==> config.mk <==
export PLATFORM = sky130hd
export DESIGN_NAME = retire_unit_top
export DESIGN_NICKNAME = d
export VERILOG_FILES = /design/src/hw/axi_lite_pkg.sv /design/src/hw/retire_pkg.sv /design/src/hw/retire.sv /design/src/hw/retire_csr.sv /design/src/hw/retire_unit_top.sv /design/src/hw/rob_pointer.sv
export VERILOG_INCLUDE_DIRS = /design/src /design/src/hw
export SDC_FILE = /design/constraint.sdc
export NUM_CORES = 1
export LEC_CHECK = 0
export BUFFER_PORTS_ARGS = -buffer_cell sky130_fd_sc_hd__buf_2
export CAP_MARGIN = 25
export CORE_ASPECT_RATIO = 0.7
export CORE_MARGIN = 3
export CORE_UTILIZATION = 50
export DETAILED_ROUTE_END_ITERATION = 10
export GPL_TIMING_DRIVEN = 0
export PLACE_DENSITY_LB_ADDON = 0.05
export SLEW_MARGIN = 20
export SYNTH_ARGS = -nofsm -noshare
export SYNTH_HDL_FRONTEND = slang
export SYNTH_SLANG_ARGS = --single-unit
==> constraint.sdc <==
create_clock -name clock -period 7.28 [get_ports clock]
set_input_delay 1.092 -clock clock [delete_from_list [all_inputs] [get_ports clock]]
set_output_delay 1.092 -clock clock [all_outputs]
set_load 0.02 [all_outputs]
==> src/hw/retire_config.svh <==
`ifndef RETIRE_CONFIG_SVH
`define RETIRE_CONFIG_SVH

// reorder buffer depth, power of two
`define RETIRE_ROB_SZ 8

// data and pc width
`define RETIRE_XLEN 32

// csr window address width
`define RETIRE_CSR_AW 4

// csr register offsets
// read-only retired instruction count
`define RETIRE_CSR_COUNT 4'h0
// sticky first exception code
`define RETIRE_CSR_STATUS 4'h4
// bit 0 requests a flush
`define RETIRE_CSR_CTRL 4'h8

`endif

==> src/hw/axi_lite_pkg.sv <==
`include "retire_config.svh"

package axi_lite_pkg;

    // response codes, exokay and decerr unused
    typedef enum logic [1:0] {
        okay   = 2'b00,
        slverr = 2'b10
    } axil_resp_e;

    // master side, all five channels
    typedef struct packed {
        logic [`RETIRE_CSR_AW-1:0] awaddr;
        logic                      awvalid;
        logic [31:0]               wdata;
        logic [3:0]                wstrb;
        logic                      wvalid;
        logic                      bready;
        logic [`RETIRE_CSR_AW-1:0] araddr;
        logic                      arvalid;
        logic                      rready;
    } axil_req_t;

    // slave side
    typedef struct packed {
        logic        awready;
        logic        wready;
        axil_resp_e  bresp;
        logic        bvalid;
        logic        arready;
        logic [31:0] rdata;
        axil_resp_e  rresp;
        logic        rvalid;
    } axil_resp_t;

endpackage

==> src/hw/retire_pkg.sv <==
`include "retire_config.svh"

package retire_pkg;

    // rob slot number
    localparam int unsigned rob_idx_w = $clog2(`RETIRE_ROB_SZ);
    typedef logic [rob_idx_w-1:0] rob_idx_t;

    // riscv mcause style codes, plus the halt marker
    typedef enum logic [3:0] {
        illegal_inst      = 4'h2,
        load_access_fault = 4'h5,
        no_error          = 4'ha,
        halted_on_wfi     = 4'he
    } exception_code_e;

    // one completion from the execute side
    typedef struct packed {
        logic                    valid;
        rob_idx_t                rob_index;
        logic [`RETIRE_XLEN-1:0] npc;
        logic                    illegal;
        logic                    halt;
        logic                    is_load;
        logic                    regfile_en;
        logic [4:0]              regfile_idx;
        logic [`RETIRE_XLEN-1:0] regfile_data;
    } co_re_packet_t;

    // one slot of the retire buffer
    typedef struct packed {
        logic                    valid;
        logic [`RETIRE_XLEN-1:0] npc;
        exception_code_e         error_status;
        logic                    regfile_en;
        logic [4:0]              regfile_idx;
        logic [`RETIRE_XLEN-1:0] regfile_data;
    } retire_entry_t;

    // architectural commit record
    typedef struct packed {
        logic                    valid;
        exception_code_e         error_status;
        logic                    wr_en;
        logic [4:0]              wr_idx;
        logic [`RETIRE_XLEN-1:0] wr_data;
        logic [`RETIRE_XLEN-1:0] npc;
    } commit_t;

endpackage

==> src/hw/retire.sv <==
`timescale 1ns/1ps

`include "retire_config.svh"

module retire import retire_pkg::*; (
    input  logic          clock,
    input  logic          rst_n,
    input  logic          flush,

    // completion, one cycle, no ready
    input  co_re_packet_t co_packet,
    input  logic [3:0]    mem2proc_response,

    // rob pointer handshake
    input  rob_idx_t      rob_head,
    output logic          move_head,

    // registered commit port
    output commit_t       commit
);

    retire_entry_t retire_buffer [`RETIRE_ROB_SZ];
    retire_entry_t incoming_entry;
    retire_entry_t outgoing_entry;
    commit_t       commit_q;
    logic          do_forward;
    logic          store_en;

    // completion aimed at the head skips the buffer
    assign do_forward = co_packet.valid && (co_packet.rob_index == rob_head);
    assign store_en   = co_packet.valid && !do_forward;

    // completion packet to retire entry
    always_comb begin
        incoming_entry.valid        = co_packet.valid;
        incoming_entry.npc          = co_packet.npc;
        incoming_entry.regfile_en   = co_packet.regfile_en;
        incoming_entry.regfile_idx  = co_packet.regfile_idx;
        incoming_entry.regfile_data = co_packet.regfile_data;
        // fixed priority: illegal, halt, failed load
        if (co_packet.illegal) begin
            incoming_entry.error_status = illegal_inst;
        end else if (co_packet.halt) begin
            incoming_entry.error_status = halted_on_wfi;
        end else if (co_packet.is_load && (mem2proc_response == 4'h0)) begin
            // zero response means the memory refused the load
            incoming_entry.error_status = load_access_fault;
        end else begin
            incoming_entry.error_status = no_error;
        end
    end

    // candidate for this cycle's commit
    always_comb begin
        if (do_forward) begin
            outgoing_entry = incoming_entry;
        end else begin
            outgoing_entry = retire_buffer[rob_head];
        end
    end

    // nothing retires while the flush pulse is up
    assign move_head = outgoing_entry.valid && !flush;

    // retire buffer
    // only the valid bits are cleared, payload stays
    always_ff @(posedge clock) begin
        if (!rst_n || flush) begin
            for (int i = 0; i < `RETIRE_ROB_SZ; i++) begin
                retire_buffer[i].valid <= 1'b0;
            end
        end else begin
            // out of order completion parks in its slot
            if (store_en) begin
                retire_buffer[co_packet.rob_index] <= incoming_entry;
            end
            // head slot drained as it commits
            if (move_head && !do_forward) begin
                retire_buffer[rob_head].valid <= 1'b0;
            end
        end
    end

    // commit valid, one cycle pulse
    always_ff @(posedge clock) begin
        if (!rst_n) begin
            commit_q.valid <= 1'b0;
        end else begin
            commit_q.valid <= move_head;
        end
    end

    // commit payload, only loaded on a retirement
    always_ff @(posedge clock) begin
        if (move_head) begin
            commit_q.error_status <= outgoing_entry.error_status;
            commit_q.wr_en        <= outgoing_entry.regfile_en;
            commit_q.wr_idx       <= outgoing_entry.regfile_idx;
            commit_q.wr_data      <= outgoing_entry.regfile_data;
            commit_q.npc          <= outgoing_entry.npc;
        end
    end

    assign commit = commit_q;

endmodule

==> src/hw/retire_csr.sv <==
`timescale 1ns/1ps

`include "retire_config.svh"

module retire_csr import retire_pkg::*, axi_lite_pkg::*; (
    input  logic       clock,
    input  logic       rst_n,

    // axi4-lite slave
    input  axil_req_t  s_axil_req,
    output axil_resp_t s_axil_resp,

    // retired instruction stream
    input  commit_t    commit,

    // flush sources and combined pulse
    input  logic       mispredict_flush,
    output logic       flush
);

    logic            wr_fire;
    logic            wr_mapped;
    logic            rd_fire;
    logic            ctrl_flush_req;
    logic            status_clear;
    logic            status_capture;
    logic [31:0]     rd_data;
    axil_resp_e      rd_resp;

    logic            bvalid_q;
    axil_resp_e      bresp_q;
    logic            rvalid_q;
    logic [31:0]     rdata_q;
    axil_resp_e      rresp_q;
    logic [31:0]     count_q;
    exception_code_e status_q;
    logic            flush_q;

    // write needs address and data together, one response outstanding
    assign wr_fire = s_axil_req.awvalid && s_axil_req.wvalid && !bvalid_q;

    assign wr_mapped = (s_axil_req.awaddr == `RETIRE_CSR_COUNT)
                    || (s_axil_req.awaddr == `RETIRE_CSR_STATUS)
                    || (s_axil_req.awaddr == `RETIRE_CSR_CTRL);

    // ctrl bit 0, byte lane 0 must be enabled
    assign ctrl_flush_req = wr_fire && (s_axil_req.awaddr == `RETIRE_CSR_CTRL)
                         && s_axil_req.wstrb[0] && s_axil_req.wdata[0];

    // any write to status clears it
    assign status_clear = wr_fire && (s_axil_req.awaddr == `RETIRE_CSR_STATUS);

    // read accepted only with no pending response
    assign rd_fire = s_axil_req.arvalid && !rvalid_q;

    // write response channel
    always_ff @(posedge clock) begin
        if (!rst_n) begin
            bvalid_q <= 1'b0;
        end else if (wr_fire) begin
            bvalid_q <= 1'b1;
        end else if (s_axil_req.bready) begin
            bvalid_q <= 1'b0;
        end
    end

    always_ff @(posedge clock) begin
        if (wr_fire) begin
            bresp_q <= wr_mapped ? okay : slverr;
        end
    end

    // read decode
    always_comb begin
        rd_data = '0;
        rd_resp = okay;
        case (s_axil_req.araddr)
            `RETIRE_CSR_COUNT:  rd_data = count_q;
            `RETIRE_CSR_STATUS: rd_data = 32'(status_q);
            // flush request is self clearing
            `RETIRE_CSR_CTRL:   rd_data = '0;
            default:            rd_resp = slverr;
        endcase
    end

    // read data channel
    always_ff @(posedge clock) begin
        if (!rst_n) begin
            rvalid_q <= 1'b0;
        end else if (rd_fire) begin
            rvalid_q <= 1'b1;
        end else if (s_axil_req.rready) begin
            rvalid_q <= 1'b0;
        end
    end

    always_ff @(posedge clock) begin
        if (rd_fire) begin
            rdata_q <= rd_data;
            rresp_q <= rd_resp;
        end
    end

    // retired instruction count, one per commit
    always_ff @(posedge clock) begin
        if (!rst_n) begin
            count_q <= '0;
        end else if (commit.valid) begin
            count_q <= count_q + 1'b1;
        end
    end

    // first exception only, held until cleared
    assign status_capture = commit.valid && (commit.error_status != no_error)
                         && (status_q == no_error);

    always_ff @(posedge clock) begin
        if (!rst_n || status_clear) begin
            status_q <= no_error;
        end else if (status_capture) begin
            status_q <= commit.error_status;
        end
    end

    // software and mispredict flush, merged and registered
    always_ff @(posedge clock) begin
        if (!rst_n) begin
            flush_q <= 1'b0;
        end else begin
            flush_q <= mispredict_flush || ctrl_flush_req;
        end
    end

    assign flush = flush_q;

    // slave response bundle
    always_comb begin
        s_axil_resp.awready = wr_fire;
        s_axil_resp.wready  = wr_fire;
        s_axil_resp.bresp   = bresp_q;
        s_axil_resp.bvalid  = bvalid_q;
        s_axil_resp.arready = !rvalid_q;
        s_axil_resp.rdata   = rdata_q;
        s_axil_resp.rresp   = rresp_q;
        s_axil_resp.rvalid  = rvalid_q;
    end

endmodule

==> src/hw/retire_unit_top.sv <==
`timescale 1ns/1ps

module retire_unit_top import retire_pkg::*, axi_lite_pkg::*; (
    input  logic          clock,
    input  logic          rst_n,

    // dispatch
    input  logic          alloc_valid,
    output logic          alloc_ready,
    output rob_idx_t      alloc_index,

    // completion
    input  co_re_packet_t co_packet,
    input  logic [3:0]    mem2proc_response,

    // branch unit
    input  logic          mispredict_flush,

    // architectural commit
    output commit_t       commit,

    // csr host port
    input  axil_req_t     s_axil_req,
    output axil_resp_t    s_axil_resp
);

    rob_idx_t rob_head;
    logic     move_head;
    logic     flush;

    // slot allocation and head tracking
    rob_pointer u_rob_pointer (
        .clock       (clock),
        .rst_n       (rst_n),
        .flush       (flush),
        .alloc_valid (alloc_valid),
        .alloc_ready (alloc_ready),
        .alloc_index (alloc_index),
        .move_head   (move_head),
        .rob_head    (rob_head)
    );

    // in order retirement
    retire u_retire (
        .clock             (clock),
        .rst_n             (rst_n),
        .flush             (flush),
        .co_packet         (co_packet),
        .mem2proc_response (mem2proc_response),
        .rob_head          (rob_head),
        .move_head         (move_head),
        .commit            (commit)
    );

    // count, status and flush control
    retire_csr u_retire_csr (
        .clock            (clock),
        .rst_n            (rst_n),
        .s_axil_req       (s_axil_req),
        .s_axil_resp      (s_axil_resp),
        .commit           (commit),
        .mispredict_flush (mispredict_flush),
        .flush            (flush)
    );

endmodule

==> src/hw/rob_pointer.sv <==
`timescale 1ns/1ps

`include "retire_config.svh"

module rob_pointer import retire_pkg::*; (
    input  logic     clock,
    input  logic     rst_n,
    input  logic     flush,

    // dispatch side
    input  logic     alloc_valid,
    output logic     alloc_ready,
    output rob_idx_t alloc_index,

    // retire side
    input  logic     move_head,
    output rob_idx_t rob_head
);

    // occupancy needs one bit more than an index
    localparam int unsigned cnt_w = rob_idx_w + 1;
    localparam logic [cnt_w-1:0] full_count = cnt_w'(`RETIRE_ROB_SZ);

    rob_idx_t         head_q;
    rob_idx_t         tail_q;
    logic [cnt_w-1:0] count_q;
    logic             alloc_fire;

    // full test, dispatch stalls here
    assign alloc_ready = (count_q != full_count);
    assign alloc_fire  = alloc_valid && alloc_ready;

    // next free slot is the tail
    assign alloc_index = tail_q;
    assign rob_head    = head_q;

    // tail advances per allocation, wraps with power of two size
    always_ff @(posedge clock) begin
        if (!rst_n || flush) begin
            tail_q <= '0;
        end else if (alloc_fire) begin
            tail_q <= tail_q + 1'b1;
        end
    end

    // head advances per retirement
    always_ff @(posedge clock) begin
        if (!rst_n || flush) begin
            head_q <= '0;
        end else if (move_head) begin
            head_q <= head_q + 1'b1;
        end
    end

    // occupancy
    // alloc and retire together cancel out
    always_ff @(posedge clock) begin
        if (!rst_n || flush) begin
            count_q <= '0;
        end else begin
            case ({alloc_fire, move_head})
                2'b10:   count_q <= count_q + 1'b1;
                2'b01:   count_q <= count_q - 1'b1;
                default: count_q <= count_q;
            endcase
        end
    end

endmodule
==> results.txt <==
----------------------------------------------------
[Pwr]
  Pwr Total ... 0.00906 W
  Static leakage power ... 11.4 nW
  Power density over cell area ... 258 nW/µm²
  IR drop worst, VDD ... 0.000172 V

[Floorplanning]
  Die Wd ... 297 µm
  FP Rows ... 73
  Starting density of the core ... 51.3%
  Ports placed on the boundary ... 254
  Die Y ... 209 µm
  Full die area ... 62100 µm²
  Core region area ... 57600 µm²

[Global routing]
  Leftover overflow at the end of global routing ... 0
  First-pass GRT wire length ... 97800 µm
  Pin count of the biggest net entering global routing ... 27
  Via count of the first global-routing pass ... 15500
  All-layer global routing usage ... 21.3%
  Antenna violations before repair ... 5

[Yosys]
  Number of flops mapped to enable cells by yosys ... 700
  Post-Syn Instances ... 1544
  Top area cells in the synthesized netlist ... sky130_fd_sc_hd__edfxtp_1, sky130_fd_sc_hd__mux4_2, sky130_fd_sc_hd__dfxtp_1
  Synthesized area divided by synthesized cell count ... 19.2 µm²
  Fraction of post-synthesis cell area in the top cell type by area ... 71.1%
  Post-synthesis mux area share ... 14.6%
  Combinational family with the most area after synthesis ... multiplexers
  Syn Std Cell Area ... 29600 µm²
  Share of the synthesized netlist area taken by xor and xnor gates ... 0.618%
  Synth area leader ... sky130_fd_sc_hd__edfxtp_1
  Syn. warnings ... 0
  Post-Synth Simple-Gate Area ... 4.60%
  Share of the yosys chip area belonging to registers ... 75.2%
  Cell with the most instances after synthesis ... sky130_fd_sc_hd__edfxtp_1
  Count of different cell masters after synthesis ... 54
  Top cells by instance count after synthesis ... sky130_fd_sc_hd__edfxtp_1, sky130_fd_sc_hd__mux4_2, sky130_fd_sc_hd__nand2_1
  Yosys reg bits ... 761
  Synth Area in Compound Gates ... 2.63%
  Top_reg_cell synth ... sky130_fd_sc_hd__edfxtp_1
  Fraction of synthesis flops using an asynchronous set or reset pin ... 0%
  Post-synthesis adder-cell area fraction ... 0.322%

[Setup path]
  Setup slack, reg-to-reg ... 3650 ps
  Worst-case reg-to-reg path depth ... 13
  Critical R2R Launch ... u_rob_pointer.rob_head[1]$_SDFFE_PP0N_
  Crit-path max FO ... 11
  Crit path launch type ... primary input
  Data required, critical path ... 7810 ps
  Launching element of the worst setup path ... co_packet[74]
  Crit path arrival time ... 4310 ps
  Worst Setup EP ... u_rob_pointer.count_q[3]$_SDFFE_PP0P_
  Endpoint of the worst-slack reg-to-reg timing path ... u_rob_pointer.count_q[3]$_SDFFE_PP0P_
  Type of element capturing the critical path ... register
  Critical path class ... primary input to register

[Cells and area]
  Fraction of layout cells with a size suffix above 1 ... 30.9%
  Finished Core Util ... 61.0%
  Fillers ... 4167
  Area growth from synthesis to final layout ... 18.9%
  Area used by multi-input combinational logic ... 6830 µm²
  Final design area excluding fillers ... 35200 µm²
  Filler-free cell count of the finished design ... 2728
  Net total in the final layout ... 2024
  Storage element area ... 22200 µm²

[Timing]
  Transition time of the tightest slew-check pin ... 899 ps
  Period utilization ... 51.9%
  Final min period ... 3780 ps
  RSZ-0062 raised after global routing ... no
  Final worst setup slack ... 3500 ps
  Headroom to the max-slew limit ... 40.1%
  Final-report setup violation count ... 0
  FMAX ... 265 MHz
  Clock Skew ... 19.5 ps
  Final Hold Vio Count ... 0
  Max-slew violation count ... 0

[Detailed routing]
  Post-DR wirelength/cell ... 23.8 µm
  Number of DRC violations after detailed-routing iteration 0 ... 1279
  Pre-Repair DR Iteration Count ... 5
  Via Count ... 15300
  Via density per instance ... 5.59
  Drt drc ... 0
  Total wirelength of the detailed-routed design ... 65000 µm
  Detail Route Antenna Nets ... 0

[Outcome]
  Run status ... finished, final reports clean

[Clock tree]
  Number of setup buffers added after CTS ... 0
  Worst-case clock buffer depth ... 3
  Post-cts sizing count ... 0
  Insertion delay to the later sink of the worst-skew pair ... 610 ps
  Clock sink count ... 761
  Clock input transition at the sequential cells of the worst setup and hold paths ... 60 ps
  CTS H-Tree Depth ... 3
  TritonCTS clock tree ... yes
  Cts-stage hold buffer count ... 0
  Root Driver ... sky130_fd_sc_hd__clkbuf_16
  Number of buffers inserted during clock tree synthesis ... 73

[Flow run]
  Max_cap viols ... 0

[Hold path]
  Type of the tightest min-delay check ... register to register

[Placement]
  Worst setup timing slack at the placement stage ... 2860 ps
  Post-DP Area ... 32700 µm²
  DP Cell Count ... 2594
  Sum of net half-perimeters after detailed placement ... 42600 µm
  PortBufs ... 216
  Final GP Congestion ... 0.791

----------------------------------------------------
## stage by stage
stage               setup TNS [ps]  hold WS, ps
finish                           0          472
global placement          -1164950          444
global route                     0          496
floorplan                        0          435
CTS                              0          468
detailed placement               0          459
## power breakdown
part / internal (W) / total (W) / switching [W]
clock: 0.00228 / 0.00386 / 0.00158
sequential: 0.00483 / 0.00485 / 0.0000175
combinational: 0.000135 / 0.000358 / 0.000223
## routing by layer
metal  global-route usage [%]  vias up  wire length [µm]
met5                        0        -                58
met4                     4.82        8               910
met3                     3.60       76              3410
met2                     34.1      390             31800
met1                     31.1     7902             28800
li1                         -     6874                 -
## flip-flops by register name (all words and copies together), names as in the netlist, 3 cells and up, named ones only
register	flops
u_retire_csr.status_q	4
u_rob_pointer.alloc_index	3
u_rob_pointer.count_q	4
u_rob_pointer.rob_head	3
u_retire.commit	75
u_retire_csr.count_q	32
u_retire_csr.rdata_q	32
u_retire.retire_buffer	600
## worst min-delay path by stage
stage | startpoint | cells past startpoint | slack [ps] | endpoint
final | u_retire_csr.count_q[30]$_SDFFE_PN0P_ | 2 | 470 | u_retire_csr.count_q[30]$_SDFFE_PN0P_
after global routing | u_retire_csr.count_q[30]$_SDFFE_PN0P_ | 2 | 500 | u_retire_csr.count_q[30]$_SDFFE_PN0P_
after CTS | u_retire_csr.count_q[30]$_SDFFE_PN0P_ | 2 | 470 | u_retire_csr.count_q[30]$_SDFFE_PN0P_
after detailed placement | u_retire_csr.count_q[30]$_SDFFE_PN0P_ | 2 | 460 | u_retire_csr.count_q[30]$_SDFFE_PN0P_
after global placement | u_retire_csr.count_q[29]$_SDFFE_PN0P_ | 2 | 440 | u_retire_csr.count_q[29]$_SDFFE_PN0P_
after floorplan | u_retire_csr.count_q[29]$_SDFFE_PN0P_ | 2 | 430 | u_retire_csr.count_q[29]$_SDFFE_PN0P_
## cells in the final DEF (no fill, tap or decap), types with 22 or more instances in the layout
cell / count
sky130_fd_sc_hd__dfxtp_1: 61
sky130_fd_sc_hd__mux2i_1: 90
sky130_fd_sc_hd__a21oi_1: 31
sky130_fd_sc_hd__nand2_1: 103
sky130_fd_sc_hd__buf_2: 244
sky130_fd_sc_hd__nor2_1: 44
sky130_fd_sc_hd__and2_1: 27
sky130_fd_sc_hd__buf_16: 22
sky130_fd_sc_hd__mux4_2: 150
sky130_fd_sc_hd__o21ai_0: 68
sky130_fd_sc_hd__edfxtp_1: 700
sky130_fd_sc_hd__clkbuf_1: 40
sky130_fd_sc_hd__clkbuf_16: 76
## cells by family after synthesis
| logic type | count (synthesis) |
|---|---|
| AOI/OAI and AO/OA | 139 |
| xor gates and xnor gates | 20 |
| adders and majority gates | 7 |
| buffers and inverters | 101 |
| DFF | 761 |
| muxes | 244 |
| other | 1 |
| and+or+nand+nor | 271 |
## cell type report
class                           count  share of cell area [%]
Antenna cell                        1                 0.00711
Tap cell                          787                    2.80
Clock inverter                     41                    1.32
Clock buffer                       91                    5.60
Sequential cell                   761                    63.2
Timing Repair Buffer              263                    5.95
Inverter                           16                   0.171
Multi-Input combinational cell    683                    19.4
Buffer                             85                    1.50
## critical path, cell delays in order
cell and delay (ps):
sky130_fd_sc_hd__buf_2 120, sky130_fd_sc_hd__xnor2_1 300, sky130_fd_sc_hd__and4_1 230, sky130_fd_sc_hd__buf_4 230
sky130_fd_sc_hd__buf_6 230, sky130_fd_sc_hd__buf_6 200, sky130_fd_sc_hd__nor2_1 100, sky130_fd_sc_hd__nor2_4 390
sky130_fd_sc_hd__ha_1 330, sky130_fd_sc_hd__ha_1 250, sky130_fd_sc_hd__a21o_1 170, sky130_fd_sc_hd__a21oi_1 180
sky130_fd_sc_hd__mux2i_1 250, sky130_fd_sc_hd__mux2i_1 190
(Power assumes the default switching activity.)
